File: src/common/mipsPkg.sv
package mipsPkg;

    typedef logic [31:0] wordT;
    typedef logic [29:0] wordAddrT;    // Data port addresses words
    typedef logic [4:0]  regIdxT;

    localparam wordT resetVector = 32'h0000_0000;

    // Primary opcodes
    localparam logic [5:0] opSpecial = 6'h00;
    localparam logic [5:0] opJ       = 6'h02;
    localparam logic [5:0] opBeq     = 6'h04;
    localparam logic [5:0] opBne     = 6'h05;
    localparam logic [5:0] opAddiu   = 6'h09;
    localparam logic [5:0] opAndi    = 6'h0c;
    localparam logic [5:0] opOri     = 6'h0d;
    localparam logic [5:0] opLui     = 6'h0f;
    localparam logic [5:0] opLw      = 6'h23;
    localparam logic [5:0] opSw      = 6'h2b;

    // Function codes under opSpecial
    localparam logic [5:0] fnAddu = 6'h21;
    localparam logic [5:0] fnSubu = 6'h23;
    localparam logic [5:0] fnAnd  = 6'h24;
    localparam logic [5:0] fnOr   = 6'h25;
    localparam logic [5:0] fnXor  = 6'h26;
    localparam logic [5:0] fnSlt  = 6'h2a;
    localparam logic [5:0] fnSltu = 6'h2b;

    typedef enum logic [2:0] {
        aluAdd, aluSub, aluAnd, aluOr, aluXor, aluSlt, aluSltu, aluLui
    } aluOpT;

    typedef enum logic [1:0] {fwdRegister, fwdMemory, fwdWriteback} fwdSelT;

    typedef enum logic [1:0] {pcSequential, pcBranch, pcJump} pcSelT;

    typedef struct packed {
        aluOpT  aluOp;
        logic   aluSrcImm;
        logic   memRead;
        logic   memWrite;
        logic   regWrite;
        logic   memToReg;
        regIdxT rs;
        regIdxT rt;
        regIdxT dest;
        wordT   rsValue;
        wordT   rtValue;
        wordT   imm;        // Already sign or zero extended
    } idExT;

    typedef struct packed {
        logic   memRead;
        logic   memWrite;
        logic   regWrite;
        logic   memToReg;
        regIdxT dest;
        wordT   aluResult;
        wordT   storeData;
    } exMemT;

    typedef struct packed {
        logic   regWrite;
        regIdxT dest;
        wordT   value;
    } memWbT;

    // Operand mux shared by the decode and execute forwarding paths
    function automatic wordT pickOperand(fwdSelT sel, wordT regValue, wordT memValue,
                                         wordT wbValue);
        case (sel)
            fwdMemory:    return memValue;
            fwdWriteback: return wbValue;
            default:      return regValue;
        endcase
    endfunction

endpackage

File: src/rtl/fetchStage.sv
`timescale 1ns/10ps

module fetchStage (
    input  logic            clock,
    input  logic            rstN,
    input  logic            fetchHold,
    input  logic            pipeFreeze,
    input  mipsPkg::pcSelT  pcSel,
    input  mipsPkg::wordT   branchTarget,
    input  mipsPkg::wordT   jumpTarget,
    input  mipsPkg::wordT   instData,
    input  logic            instStall,
    output mipsPkg::wordT   instAddress,
    output mipsPkg::wordT   decodeInst,
    output mipsPkg::wordT   decodePcPlus4
);

    mipsPkg::wordT pc;
    mipsPkg::wordT pcPlus4;
    mipsPkg::wordT nextPc;
    logic          advance;

    assign pcPlus4     = pc + 32'd4;
    assign advance     = ~(fetchHold | pipeFreeze);
    assign instAddress = pc;

    // Redirect comes from the instruction now in decode
    always_comb begin
        case (pcSel)
            mipsPkg::pcBranch: nextPc = branchTarget;
            mipsPkg::pcJump:   nextPc = jumpTarget;
            default:           nextPc = pcPlus4;
        endcase
    end

    always_ff @(posedge clock) begin
        if (!rstN) begin
            pc <= mipsPkg::resetVector;
        end else if (advance) begin
            pc <= nextPc;
        end
    end

    always_ff @(posedge clock) begin
        if (!rstN) begin
            decodeInst    <= '0;    // All-zero word decodes as a nop
            decodePcPlus4 <= '0;
        end else if (advance) begin
            decodeInst    <= instStall ? '0 : instData;   // Busy port gives a bubble
            decodePcPlus4 <= pcPlus4;
        end
    end

endmodule

File: src/decode/decodeControl.sv
`timescale 1ns/10ps

module decodeControl (
    input  logic             clock,
    input  logic             rstN,
    input  mipsPkg::wordT    decodeInst,
    input  mipsPkg::wordT    decodePcPlus4,
    input  mipsPkg::wordT    rsValue,
    input  mipsPkg::wordT    rtValue,
    input  mipsPkg::fwdSelT  rsFwd,
    input  mipsPkg::fwdSelT  rtFwd,
    input  mipsPkg::wordT    memResult,
    input  mipsPkg::wordT    wbResult,
    input  logic             decodeBubble,
    input  logic             pipeFreeze,
    output mipsPkg::regIdxT  rsIdx,
    output mipsPkg::regIdxT  rtIdx,
    output logic             rsUsed,
    output logic             rtUsed,
    output logic             isBranch,
    output mipsPkg::pcSelT   pcSel,
    output mipsPkg::wordT    branchTarget,
    output mipsPkg::wordT    jumpTarget,
    output mipsPkg::idExT    idEx
);

    logic [5:0]      opcode;
    logic [5:0]      funct;
    logic [15:0]     imm16;
    mipsPkg::wordT   signImm;
    mipsPkg::wordT   rsFwdValue;
    mipsPkg::wordT   rtFwdValue;
    mipsPkg::idExT   idExNext;
    logic            isJump;
    logic            branchTaken;

    assign opcode  = decodeInst[31:26];
    assign funct   = decodeInst[5:0];
    assign imm16   = decodeInst[15:0];
    assign rsIdx   = decodeInst[25:21];
    assign rtIdx   = decodeInst[20:16];
    assign signImm = {{16{imm16[15]}}, imm16};

    assign branchTarget = decodePcPlus4 + {signImm[29:0], 2'b00};
    assign jumpTarget   = {decodePcPlus4[31:28], decodeInst[25:0], 2'b00};

    assign rsFwdValue = mipsPkg::pickOperand(rsFwd, rsValue, memResult, wbResult);
    assign rtFwdValue = mipsPkg::pickOperand(rtFwd, rtValue, memResult, wbResult);

    // bne inverts the equality test
    assign branchTaken = isBranch & ((rsFwdValue == rtFwdValue) ^ (opcode == mipsPkg::opBne));
    assign pcSel = isJump ? mipsPkg::pcJump :
                   (branchTaken ? mipsPkg::pcBranch : mipsPkg::pcSequential);

    always_comb begin
        idExNext         = '0;
        idExNext.rs      = rsIdx;
        idExNext.rt      = rtIdx;
        idExNext.dest    = rtIdx;           // I-type default
        idExNext.rsValue = rsFwdValue;
        idExNext.rtValue = rtFwdValue;
        idExNext.imm     = signImm;
        rsUsed   = 1'b0;
        rtUsed   = 1'b0;
        isBranch = 1'b0;
        isJump   = 1'b0;
        case (opcode)
            mipsPkg::opSpecial: begin
                rsUsed            = 1'b1;
                rtUsed            = 1'b1;
                idExNext.dest     = decodeInst[15:11];
                idExNext.regWrite = 1'b1;
                case (funct)
                    mipsPkg::fnAddu: idExNext.aluOp = mipsPkg::aluAdd;
                    mipsPkg::fnSubu: idExNext.aluOp = mipsPkg::aluSub;
                    mipsPkg::fnAnd:  idExNext.aluOp = mipsPkg::aluAnd;
                    mipsPkg::fnOr:   idExNext.aluOp = mipsPkg::aluOr;
                    mipsPkg::fnXor:  idExNext.aluOp = mipsPkg::aluXor;
                    mipsPkg::fnSlt:  idExNext.aluOp = mipsPkg::aluSlt;
                    mipsPkg::fnSltu: idExNext.aluOp = mipsPkg::aluSltu;
                    default: begin
                        idExNext.regWrite = 1'b0;   // Nop and unsupported functs
                        rsUsed            = 1'b0;
                        rtUsed            = 1'b0;
                    end
                endcase
            end
            mipsPkg::opAddiu, mipsPkg::opLw: begin
                rsUsed             = 1'b1;
                idExNext.aluSrcImm = 1'b1;
                idExNext.regWrite  = 1'b1;
                idExNext.memRead   = (opcode == mipsPkg::opLw);
                idExNext.memToReg  = (opcode == mipsPkg::opLw);
            end
            mipsPkg::opAndi, mipsPkg::opOri, mipsPkg::opLui: begin
                rsUsed             = (opcode != mipsPkg::opLui);
                idExNext.aluSrcImm = 1'b1;
                idExNext.regWrite  = 1'b1;
                idExNext.imm       = {16'h0000, imm16};
                idExNext.aluOp     = (opcode == mipsPkg::opAndi) ? mipsPkg::aluAnd :
                                     (opcode == mipsPkg::opOri) ? mipsPkg::aluOr : mipsPkg::aluLui;
            end
            mipsPkg::opSw: begin
                rsUsed             = 1'b1;
                rtUsed             = 1'b1;      // Store data
                idExNext.aluSrcImm = 1'b1;
                idExNext.memWrite  = 1'b1;
            end
            mipsPkg::opBeq, mipsPkg::opBne: begin
                rsUsed   = 1'b1;
                rtUsed   = 1'b1;
                isBranch = 1'b1;
            end
            mipsPkg::opJ: isJump = 1'b1;
            default: ;
        endcase
    end

    always_ff @(posedge clock) begin
        if (!rstN) begin
            idEx <= '0;
        end else if (!pipeFreeze) begin
            idEx <= decodeBubble ? '0 : idExNext;
        end
    end

endmodule

File: src/decode/registerFile.sv
`timescale 1ns/10ps

module registerFile (
    input  logic            clock,
    input  logic            rstN,
    input  mipsPkg::regIdxT rsIdx,
    input  mipsPkg::regIdxT rtIdx,
    input  mipsPkg::memWbT  memWb,
    output mipsPkg::wordT   rsValue,
    output mipsPkg::wordT   rtValue
);

    mipsPkg::wordT regs [1:31];    // Register zero is not stored
    logic          writeEn;

    assign writeEn = memWb.regWrite && (memWb.dest != '0);

    always_ff @(posedge clock) begin
        if (!rstN) begin
            for (int i = 1; i < 32; i++) begin
                regs[i] <= '0;
            end
        end else if (writeEn) begin
            regs[memWb.dest] <= memWb.value;
        end
    end

    // Same-cycle write shows through to decode
    assign rsValue = (rsIdx == '0) ? '0 :
                     (writeEn && memWb.dest == rsIdx) ? memWb.value : regs[rsIdx];
    assign rtValue = (rtIdx == '0) ? '0 :
                     (writeEn && memWb.dest == rtIdx) ? memWb.value : regs[rtIdx];

endmodule

File: src/rtl/hazardUnit.sv
`timescale 1ns/10ps

module hazardUnit (
    input  mipsPkg::regIdxT  rsIdx,
    input  mipsPkg::regIdxT  rtIdx,
    input  logic             rsUsed,
    input  logic             rtUsed,
    input  logic             isBranch,
    input  mipsPkg::idExT    idEx,
    input  mipsPkg::exMemT   exMem,
    input  mipsPkg::memWbT   memWb,
    input  logic             instStall,
    input  logic             memWait,
    output logic             fetchHold,
    output logic             decodeBubble,
    output logic             pipeFreeze,
    output mipsPkg::fwdSelT  idRsFwd,
    output mipsPkg::fwdSelT  idRtFwd,
    output mipsPkg::fwdSelT  exRsFwd,
    output mipsPkg::fwdSelT  exRtFwd
);

    logic exHit;
    logic memHit;
    logic loadUse;
    logic branchOnExecute;
    logic branchOnLoad;

    // Youngest producer wins
    function automatic mipsPkg::fwdSelT pickSource(mipsPkg::regIdxT idx, mipsPkg::exMemT mem,
                                                   mipsPkg::memWbT wb);
        if (idx == '0) begin
            return mipsPkg::fwdRegister;
        end
        if (mem.regWrite && mem.dest == idx) begin
            return mipsPkg::fwdMemory;
        end
        if (wb.regWrite && wb.dest == idx) begin
            return mipsPkg::fwdWriteback;
        end
        return mipsPkg::fwdRegister;
    endfunction

    always_comb begin
        idRsFwd = pickSource(rsIdx, exMem, memWb);
        idRtFwd = pickSource(rtIdx, exMem, memWb);
        exRsFwd = pickSource(idEx.rs, exMem, memWb);
        exRtFwd = pickSource(idEx.rt, exMem, memWb);
    end

    // Decode sources that match a later stage's destination
    assign exHit  = (idEx.dest != '0) &&
                    ((rsUsed && idEx.dest == rsIdx) || (rtUsed && idEx.dest == rtIdx));
    assign memHit = (exMem.dest != '0) &&
                    ((rsUsed && exMem.dest == rsIdx) || (rtUsed && exMem.dest == rtIdx));

    assign loadUse         = idEx.memRead & exHit;
    assign branchOnExecute = isBranch & idEx.regWrite & exHit;   // Compare needs it in decode
    assign branchOnLoad    = isBranch & exMem.memRead & memHit;

    assign decodeBubble = loadUse | branchOnExecute | branchOnLoad;
    assign fetchHold    = decodeBubble;
    assign pipeFreeze   = instStall | memWait;

endmodule

File: src/rtl/executeStage.sv
`timescale 1ns/10ps

module executeStage (
    input  logic             clock,
    input  logic             rstN,
    input  mipsPkg::idExT    idEx,
    input  mipsPkg::fwdSelT  exRsFwd,
    input  mipsPkg::fwdSelT  exRtFwd,
    input  mipsPkg::wordT    memResult,
    input  mipsPkg::wordT    wbResult,
    input  logic             pipeFreeze,
    output mipsPkg::exMemT   exMem
);

    mipsPkg::wordT  opA;
    mipsPkg::wordT  rtFwdValue;
    mipsPkg::wordT  opB;
    mipsPkg::wordT  aluResult;
    mipsPkg::exMemT exMemNext;

    assign opA        = mipsPkg::pickOperand(exRsFwd, idEx.rsValue, memResult, wbResult);
    assign rtFwdValue = mipsPkg::pickOperand(exRtFwd, idEx.rtValue, memResult, wbResult);
    assign opB        = idEx.aluSrcImm ? idEx.imm : rtFwdValue;

    always_comb begin
        case (idEx.aluOp)
            mipsPkg::aluAdd:  aluResult = opA + opB;     // Wraps, no overflow trap
            mipsPkg::aluSub:  aluResult = opA - opB;
            mipsPkg::aluAnd:  aluResult = opA & opB;
            mipsPkg::aluOr:   aluResult = opA | opB;
            mipsPkg::aluXor:  aluResult = opA ^ opB;
            mipsPkg::aluSlt:  aluResult = {31'd0, $signed(opA) < $signed(opB)};
            mipsPkg::aluSltu: aluResult = {31'd0, opA < opB};
            default:          aluResult = {opB[15:0], 16'h0000};   // lui
        endcase
    end

    always_comb begin
        exMemNext.memRead   = idEx.memRead;
        exMemNext.memWrite  = idEx.memWrite;
        exMemNext.regWrite  = idEx.regWrite;
        exMemNext.memToReg  = idEx.memToReg;
        exMemNext.dest      = idEx.dest;
        exMemNext.aluResult = aluResult;
        exMemNext.storeData = rtFwdValue;
    end

    always_ff @(posedge clock) begin
        if (!rstN) begin
            exMem <= '0;
        end else if (!pipeFreeze) begin
            exMem <= exMemNext;
        end
    end

endmodule

File: src/rtl/memoryStage.sv
`timescale 1ns/10ps

module memoryStage (
    input  logic              clock,
    input  logic              rstN,
    input  mipsPkg::exMemT    exMem,
    input  mipsPkg::wordT     dataReadData,
    input  logic              dataReady,
    input  logic              pipeFreeze,
    output logic              dataRead,
    output logic              dataWrite,
    output mipsPkg::wordAddrT dataAddress,
    output mipsPkg::wordT     dataWriteData,
    output logic              memWait,
    output mipsPkg::wordT     memResult,
    output mipsPkg::memWbT    memWb
);

    logic          served;     // Answered while the pipe was still frozen
    mipsPkg::wordT heldData;
    mipsPkg::wordT loadData;

    assign dataRead      = exMem.memRead & ~served;
    assign dataWrite     = exMem.memWrite & ~served;
    assign dataAddress   = exMem.aluResult[31:2];
    assign dataWriteData = exMem.storeData;
    assign memWait       = (dataRead | dataWrite) & ~dataReady;
    assign memResult     = exMem.aluResult;
    assign loadData      = served ? heldData : dataReadData;

    // An instStall can outlast dataReady, so the access must not repeat
    always_ff @(posedge clock) begin
        if (!rstN) begin
            served <= 1'b0;
        end else if (!pipeFreeze) begin
            served <= 1'b0;
        end else if ((dataRead | dataWrite) & dataReady) begin
            served <= 1'b1;
        end
    end

    always_ff @(posedge clock) begin
        if (dataRead & dataReady) begin
            heldData <= dataReadData;
        end
    end

    always_ff @(posedge clock) begin
        if (!rstN) begin
            memWb <= '0;
        end else if (!pipeFreeze) begin
            memWb.regWrite <= exMem.regWrite;
            memWb.dest     <= exMem.dest;
            memWb.value    <= exMem.memToReg ? loadData : exMem.aluResult;
        end
    end

endmodule

File: src/rtl/mipsCore.sv
`timescale 1ns/10ps

module mipsCore (
    input  logic              clock,
    input  logic              rstN,
    input  mipsPkg::wordT     instData,
    input  logic              instStall,
    input  mipsPkg::wordT     dataReadData,
    input  logic              dataReady,
    output mipsPkg::wordT     instAddress,
    output logic              dataRead,
    output logic              dataWrite,
    output mipsPkg::wordAddrT dataAddress,
    output mipsPkg::wordT     dataWriteData
);

    // Fetch to decode
    mipsPkg::wordT   decodeInst;
    mipsPkg::wordT   decodePcPlus4;
    mipsPkg::pcSelT  pcSel;
    mipsPkg::wordT   branchTarget;
    mipsPkg::wordT   jumpTarget;

    // Decode operands and hazard inputs
    mipsPkg::regIdxT rsIdx;
    mipsPkg::regIdxT rtIdx;
    logic            rsUsed;
    logic            rtUsed;
    logic            isBranch;
    mipsPkg::wordT   rsValue;
    mipsPkg::wordT   rtValue;

    mipsPkg::idExT   idEx;
    mipsPkg::exMemT  exMem;
    mipsPkg::memWbT  memWb;
    mipsPkg::wordT   memResult;
    logic            memWait;

    logic            fetchHold;
    logic            decodeBubble;
    logic            pipeFreeze;
    mipsPkg::fwdSelT idRsFwd;
    mipsPkg::fwdSelT idRtFwd;
    mipsPkg::fwdSelT exRsFwd;
    mipsPkg::fwdSelT exRtFwd;

    fetchStage u_fetchStage (
        .clock         (clock),
        .rstN          (rstN),
        .fetchHold     (fetchHold),
        .pipeFreeze    (pipeFreeze),
        .pcSel         (pcSel),
        .branchTarget  (branchTarget),
        .jumpTarget    (jumpTarget),
        .instData      (instData),
        .instStall     (instStall),
        .instAddress   (instAddress),
        .decodeInst    (decodeInst),
        .decodePcPlus4 (decodePcPlus4)
    );

    decodeControl u_decodeControl (
        .clock         (clock),
        .rstN          (rstN),
        .decodeInst    (decodeInst),
        .decodePcPlus4 (decodePcPlus4),
        .rsValue       (rsValue),
        .rtValue       (rtValue),
        .rsFwd         (idRsFwd),
        .rtFwd         (idRtFwd),
        .memResult     (memResult),
        .wbResult      (memWb.value),
        .decodeBubble  (decodeBubble),
        .pipeFreeze    (pipeFreeze),
        .rsIdx         (rsIdx),
        .rtIdx         (rtIdx),
        .rsUsed        (rsUsed),
        .rtUsed        (rtUsed),
        .isBranch      (isBranch),
        .pcSel         (pcSel),
        .branchTarget  (branchTarget),
        .jumpTarget    (jumpTarget),
        .idEx          (idEx)
    );

    registerFile u_registerFile (
        .clock   (clock),
        .rstN    (rstN),
        .rsIdx   (rsIdx),
        .rtIdx   (rtIdx),
        .memWb   (memWb),
        .rsValue (rsValue),
        .rtValue (rtValue)
    );

    hazardUnit u_hazardUnit (
        .rsIdx        (rsIdx),
        .rtIdx        (rtIdx),
        .rsUsed       (rsUsed),
        .rtUsed       (rtUsed),
        .isBranch     (isBranch),
        .idEx         (idEx),
        .exMem        (exMem),
        .memWb        (memWb),
        .instStall    (instStall),
        .memWait      (memWait),
        .fetchHold    (fetchHold),
        .decodeBubble (decodeBubble),
        .pipeFreeze   (pipeFreeze),
        .idRsFwd      (idRsFwd),
        .idRtFwd      (idRtFwd),
        .exRsFwd      (exRsFwd),
        .exRtFwd      (exRtFwd)
    );

    executeStage u_executeStage (
        .clock      (clock),
        .rstN       (rstN),
        .idEx       (idEx),
        .exRsFwd    (exRsFwd),
        .exRtFwd    (exRtFwd),
        .memResult  (memResult),
        .wbResult   (memWb.value),
        .pipeFreeze (pipeFreeze),
        .exMem      (exMem)
    );

    memoryStage u_memoryStage (
        .clock         (clock),
        .rstN          (rstN),
        .exMem         (exMem),
        .dataReadData  (dataReadData),
        .dataReady     (dataReady),
        .pipeFreeze    (pipeFreeze),
        .dataRead      (dataRead),
        .dataWrite     (dataWrite),
        .dataAddress   (dataAddress),
        .dataWriteData (dataWriteData),
        .memWait       (memWait),
        .memResult     (memResult),
        .memWb         (memWb)
    );

endmodule

File: config.mk
export PLATFORM = sky130hd
export DESIGN_NAME = mipsCore
export DESIGN_NICKNAME = d
export VERILOG_FILES = /design/src/common/mipsPkg.sv /design/src/rtl/fetchStage.sv /design/src/decode/decodeControl.sv /design/src/decode/registerFile.sv /design/src/rtl/hazardUnit.sv /design/src/rtl/executeStage.sv /design/src/rtl/memoryStage.sv /design/src/rtl/mipsCore.sv
export SDC_FILE = /design/constraint.sdc
export NUM_CORES = 2
export LEC_CHECK = 0
export ABC_AREA = 1
export ABC_CLOCK_PERIOD_IN_PS = 11250
export BUFFER_PORTS_ARGS = -buffer_cell sky130_fd_sc_hd__buf_2
export CAP_MARGIN = 0
export CORE_MARGIN = 3
export CORE_UTILIZATION = 44
export CTS_CLUSTER_SIZE = 16
export DETAILED_ROUTE_END_ITERATION = 16
export HOLD_SLACK_MARGIN = 0.06
export SETUP_SLACK_MARGIN = 0.15
export SYNTH_ARGS = -nofsm -noshare
export SYNTH_HDL_FRONTEND = slang
export SYNTH_SLANG_ARGS = --single-unit
File: constraint.sdc
create_clock -name clock -period 11.25 [get_ports clock]
set_clock_uncertainty 0.2 [all_clocks]
set_input_delay 2.25 -clock clock [delete_from_list [all_inputs] [get_ports clock]]
set_output_delay 2.25 -clock clock [all_outputs]
set_load 0.02 [all_outputs]
; ---- Word level (Yosys, flattened, before mapping)
; Memories as Yosys holds them, arrays and structs flattened. A register that Yosys moved wholly into a read port is not among the register bits.
; Cells that the tools add are included.
[op_classes]
reduce_logical = 38
n_mux = 91
order_cmp = 2
n_eq_ne = 44
addsub = 4
bitwise_logic = 22
[ops]
columns = op, count
row1 = $mux 32, 10
row2 = $pmux 32 s2, 5
row3 = $pmux 32 s7, 1
row4 = $mux 119, 1
row5 = $add 32x32->32, 2
row6 = $lt 32x32->1, 2
row7 = $eq 6x6->1 const B, 9
row8 = $eq 5x5->1, 10
row9 = $mux 2, 25
row10 = $mux 1, 36
row11 = $add 32x3->32 const B, 1
row12 = $and 32x32->32, 1
row13 = $eq 32x32->1, 1
row14 = $or 32x32->32, 1
row15 = $reduce_or 32->1, 1
row16 = $sub 32x32->32, 1
row17 = $xor 32x32->32, 1
row18 = $mux 5, 6
row19 = $eq 6x4->1 const B, 4
row20 = $logic_not 5->1, 4
row21 = $pmux 3 s6, 1
row22 = $logic_and 1x1->1, 17
row23 = $reduce_bool 5->1, 3
row24 = $eq 6x3->1 const B, 2
row25 = other kinds (24), 56
[totals]
input_bits = 68
mem_bits_rw = 992
word_cells = 229
ff_bits = 359
n_memories = 1
out_inout_bits = 96
[mem_list]
columns = memory, depth, width, rd, rd_ports_with_merged_regs, write_ports, line_no
row1 = u_registerFile.regs, 31, 32, 2, 2, 31, registerFile.sv:13  ; mipsPkg::wordT regs [1:31];

; ---- Longest topological paths before layout
[depth]
word_depth = 18
mapped_depth = 39
depth_no_buf = 37

; ---- Hierarchy
; A second synthesis with hierarchy kept.
[unflattened]
hier_cells = 11995
hier_area_um2 = 86659.4
[by_module_without_submodules]
columns = mod, n_inst, area_per_inst_um2, cells_each, seq_area_each_um2
row1 = registerFile, 1, 58320.9, 7412, 30749.5
row2 = executeStage, 1, 10659.0, 1902, 1461.4
row3 = decodeControl, 1, 8127.8, 1339, 2062.0
row4 = fetchStage, 1, 4750.8, 675, 1921.8
row5 = memoryStage, 1, 3880.0, 479, 1741.7
row6 = hazardUnit, 1, 920.9, 188, 0.0

; ---- Least setup slack after synthesis
; Ideal clock, no wire load.
[synth_path]
path_kind = reg-to-reg
from = register, netlist name u_memoryStage.memWb[36]
to = register, netlist name u_executeStage.exMem[58]
stages_incl_launch_ff = 34
n_path_buf = 2
slack_ps = 5876
t_required_ps = 10938
synth_period_minus_slack_ps = 5374
arrival_ps = 5061
setup_ps = 112
path_cell_list = dfxtp_1 > buf_2 > inv_1 > a221oi_1 > nand2_1 > a2111oi_0 > and2_1 > inv_1 > ha_1 > clkinv_1 > clkbuf_1 > nand2_1 > o21ai_0 > o21ai_0 > inv_1 > fa_1 > inv_1 > nand3_1 > nand2_1 > inv_1 > nor2_1 > nor2_1 > o21ai_0 > a21oi_1 > o21ai_0 > a21oi_1 > o21ai_0 > nand3_1 > o311ai_0 > a21oi_1 > nand2_1 > nand3_1 > nand2_1 > nand2_1
[synth_between]
elab_chain_len = 13
elab_cells_between_ends = 31
classes_between = 2 x add/sub / 6 x eq/ne / 18 x mux / 3 x bitwise / 2 x reduce/logical
[synth_lines]
columns = item, line_no
row1 = $eq 5x5->1, hazardUnit.sv:38  ; if (wb.regWrite && wb.dest == idx) begin
row2 = $logic_and 1x1->1, hazardUnit.sv:38
row3 = $mux 1 (2 in series), hazardUnit.sv:38
row4 = $mux 1, hazardUnit.sv:35  ; if (mem.regWrite && mem.dest == idx) begin
row5 = $mux 2, hazardUnit.sv:41  ; return mipsPkg::fwdRegister;
row6 = $mux 2, hazardUnit.sv:38
row7 = $mux 2, hazardUnit.sv:35
row8 = $eq 2x2->1 / $eq 2x1->1 (equally long branches), mipsPkg.sv:72  ; case (sel)
row9 = $pmux 32 s2, mipsPkg.sv:72
row10 = $mux 32, executeStage.sv:23  ; assign opB = idEx.aluSrcImm ? idEx.imm : rtFwdValue;
row11 = $sub 32x32->32 (tied with other cells), executeStage.sv:28  ; mipsPkg::aluSub: aluResult = opA - opB;
row12 = $pmux 32 s7 (*), executeStage.sv:26  ; case (idEx.aluOp)
; Every way passes the cells marked *; elsewhere a longest branch is shown, timed or not. The select of a mux whose other input is x is not followed.
; A chain may end at the register's enable or synchronous reset.

==> impl_metrics.env <==
export IMPL_hold_violations=0
export IMPL_cts_tree="done"
export IMPL_arrival_ps=7680
export IMPL_syn_inst=10600
export IMPL_final_nets=10400
export IMPL_drtIter0Drc=11300
export IMPL_holdCritPathClass="reg -> reg"
export IMPL_dp_slack_ps=4310
export IMPL_dp_hpwl_um=206000
export IMPL_synthTopCellsByCount="nand2_1 (3020), nand3_1 (1771), nor2_1 (1276)"
export IMPL_post_synth_top_area_cell="edfxtp_1"
export IMPL_syn_cell_area_um2=80500
export IMPL_ios=164
export IMPL_setup_tns_ps=0
export IMPL_setup_violations_final=0
export IMPL_yosys_warnings=0
export IMPL_clock_fmax_mhz=140
export IMPL_clockBufferDepth=3
export IMPL_cts_buffers=155
export IMPL_cts_setup_buffers=0
export IMPL_synth_most_common_cell="nand2_1"
export IMPL_synth_top_flop_cell="edfxtp_1"
export IMPL_design_area_um2=86700
export IMPL_die_w_um=434
export IMPL_syn_area_per_cell_um2=7.61
export IMPL_clk_latency_ps=820
export IMPL_status="finished clean"
export IMPL_ant_nets=0
export IMPL_cts_sinks=1376
export IMPL_cellPowerDensity_nw_per_um2=154
export IMPL_leakage_nw=33.7
export IMPL_antenna_found_initial=4
export IMPL_fin_crit_ps=7130
export IMPL_slew_viol_final=0
export IMPL_maxSlewHeadroom_pct=12.9
export IMPL_synthTopCellsByArea="edfxtp_1 (39%), nand2_1 (14%), nand3_1 (11%)"
export IMPL_crit_type="reg -> reg"
export IMPL_cp_end_kind="register"
export IMPL_area_growth_synth_to_final_pct=7.68
export IMPL_hold_buffers=0
export IMPL_htreeDepth=4
export IMPL_port_buffers=163
export IMPL_clockRootBuffer="clkbuf_16"
export IMPL_grt_pass1_vias=72000
export IMPL_cp_max_fo=86
export IMPL_final_cells=12700
export IMPL_vias=77500
export IMPL_netlist_cell_type_count=66
export IMPL_synthArstFlopShare_pct=0
export IMPL_die_area_um2=188000
export IMPL_cts_reportedPaths_clkPinSlew_ps=60
export IMPL_grt_pass1_wl_um=487000
export IMPL_dp_cells=12400
export IMPL_drive_above_1_share_pct=6.75
export IMPL_placed_area_um2=81700
export IMPL_core_area_um2=181000
export IMPL_grt_util_all_layers_pct=35.0
export IMPL_start_kind="register"
export IMPL_ys_seq_area_share_pct=47.4
export IMPL_drv_cap=0
export IMPL_cts_resized=0
export IMPL_setup_ws_ps=4120
export IMPL_timing_final_crit_share_pct=63.4
export IMPL_drt_wirelength_per_cell_um=26.7
export IMPL_rows=156
export IMPL_start_util_pct=44.4
export IMPL_drt_first_pass_iters=9
export IMPL_required_ps=11800
export IMPL_power_mw=13.3
export IMPL_drc=0
export IMPL_drt_total_wl_um=339000
export IMPL_ys_seq_elements=1376
export IMPL_utilization_pct=47.8
export IMPL_yosys_area_top_type_share_pct=39.4
export IMPL_rsz0062_at_grt="false"
export IMPL_ir_drop_mv=0.170
export IMPL_overflow=0
export IMPL_die_h_um=434
export IMPL_synth_edf_count=1056
export IMPL_timing_hold_ws_ps=244
export IMPL_grt_max_degree=192
export IMPL_via_per_inst=6.10
export IMPL_gp_congestion=0.939
export IMPL_tightestPinTransition_ps=1300
[sequential cells by signal, indices dropped and copies added (netlist names), named ones only]
name	flops
u_registerFile.regs	1024
u_decodeControl.idEx	103
u_executeStage.exMem	72
u_memoryStage.memWb	38
u_fetchStage.decodeInst	32
u_fetchStage.decodePcPlus4	32
u_fetchStage.instAddress	32
u_memoryStage.heldData	32
u_memoryStage.served	1
[critical path, stage by stage, from the launching register on]
cell	delay [ps]
dfxtp_4	840
buf_4	760
buf_4	890
nand2_1	130
o211ai_1	130
nand3_1	110
nand3_1	190
nand3_1	420
nand3_1	400
nand2_1	80
nand2_1	80
nand2_1	50
nand2_1	60
nand2_1	70
nor2_1	110
nand2_1	60
nor2_1	500
nand3_1	210
nand3_2	560
nand2_2	170
nand2_2	480
o21ai_0	190
nand2_1	100
nand2_1	50
inv_1	40
[cell usage in the layout, fill, tap and decap left out, drive strengths merged, types with 8 or more instances in the layout]
cell and n:
o21a 8, o21bai 8, xor2 47, inv 574, o211ai 148, a21o 8, nand3 1774, nor4 8
nor3 46, a31oi 12, xnor2 13, nor2 1279, buf 341, a21boi 11, nand2 3023, edfxtp 1056
a221oi 28, o21ai 466, a21oi 340, nand4 24, clkinv 89, dfxtp 320, bufinv 10, o211a 11
or2 43, conb 32, o22ai 149, o221ai 47, ha 135, a22o 16, clkbuf 212
[cell type report]
class	instances	area (um2)
fill	17400	94700
sequential	1376	38100
multi-input combinational	7720	36000
clock buffer	212	4310
tap	2370	2970
inverter	609	2330
timing repair buffer	341	2270
clock inverter	67	622
antenna	5	12.5
[report_power, final]
group	switching (mW)	internal, mW
Clock	2.18	2.90
Sequential	0.184	5.66
Combinational	1.79	0.617
[cells by family after synthesis]
family	Yosys count	synth area share [%]
and+or+nand+nor	6204	32.1
buffers and inverters	1507	8.19
DFF	1376	47.4
AOI/OAI and AO/OA	1286	9.50
adders and majority gates	138	2.17
xor gates and xnor gates	60	0.653
other	1	0.00466
[metal layers]
layer	vias to the layer above	global-route usage [%]	part of all wire (%)
li1	34600	-	-
met1	36900	46.6	39
met2	5151	51.0	42
met3	842	9.03	13
met4	2	20.8	6.7
met5	-	0.494	0.037
[path summary, 6_finish.rpt]
kind	startpoint	endpoint	slack (ps)	cells past startpoint
max	register	u_fetchStage.instAddress[8]	4120	24
min	u_memoryStage.memWb[22]	u_registerFile.regs[0][22]	240	0
max reg2reg	register	u_fetchStage.instAddress[8]	4120	24
min reg2reg	u_memoryStage.memWb[22]	u_registerFile.regs[0][22]	240	0
(Power assumes the default switching activity.)
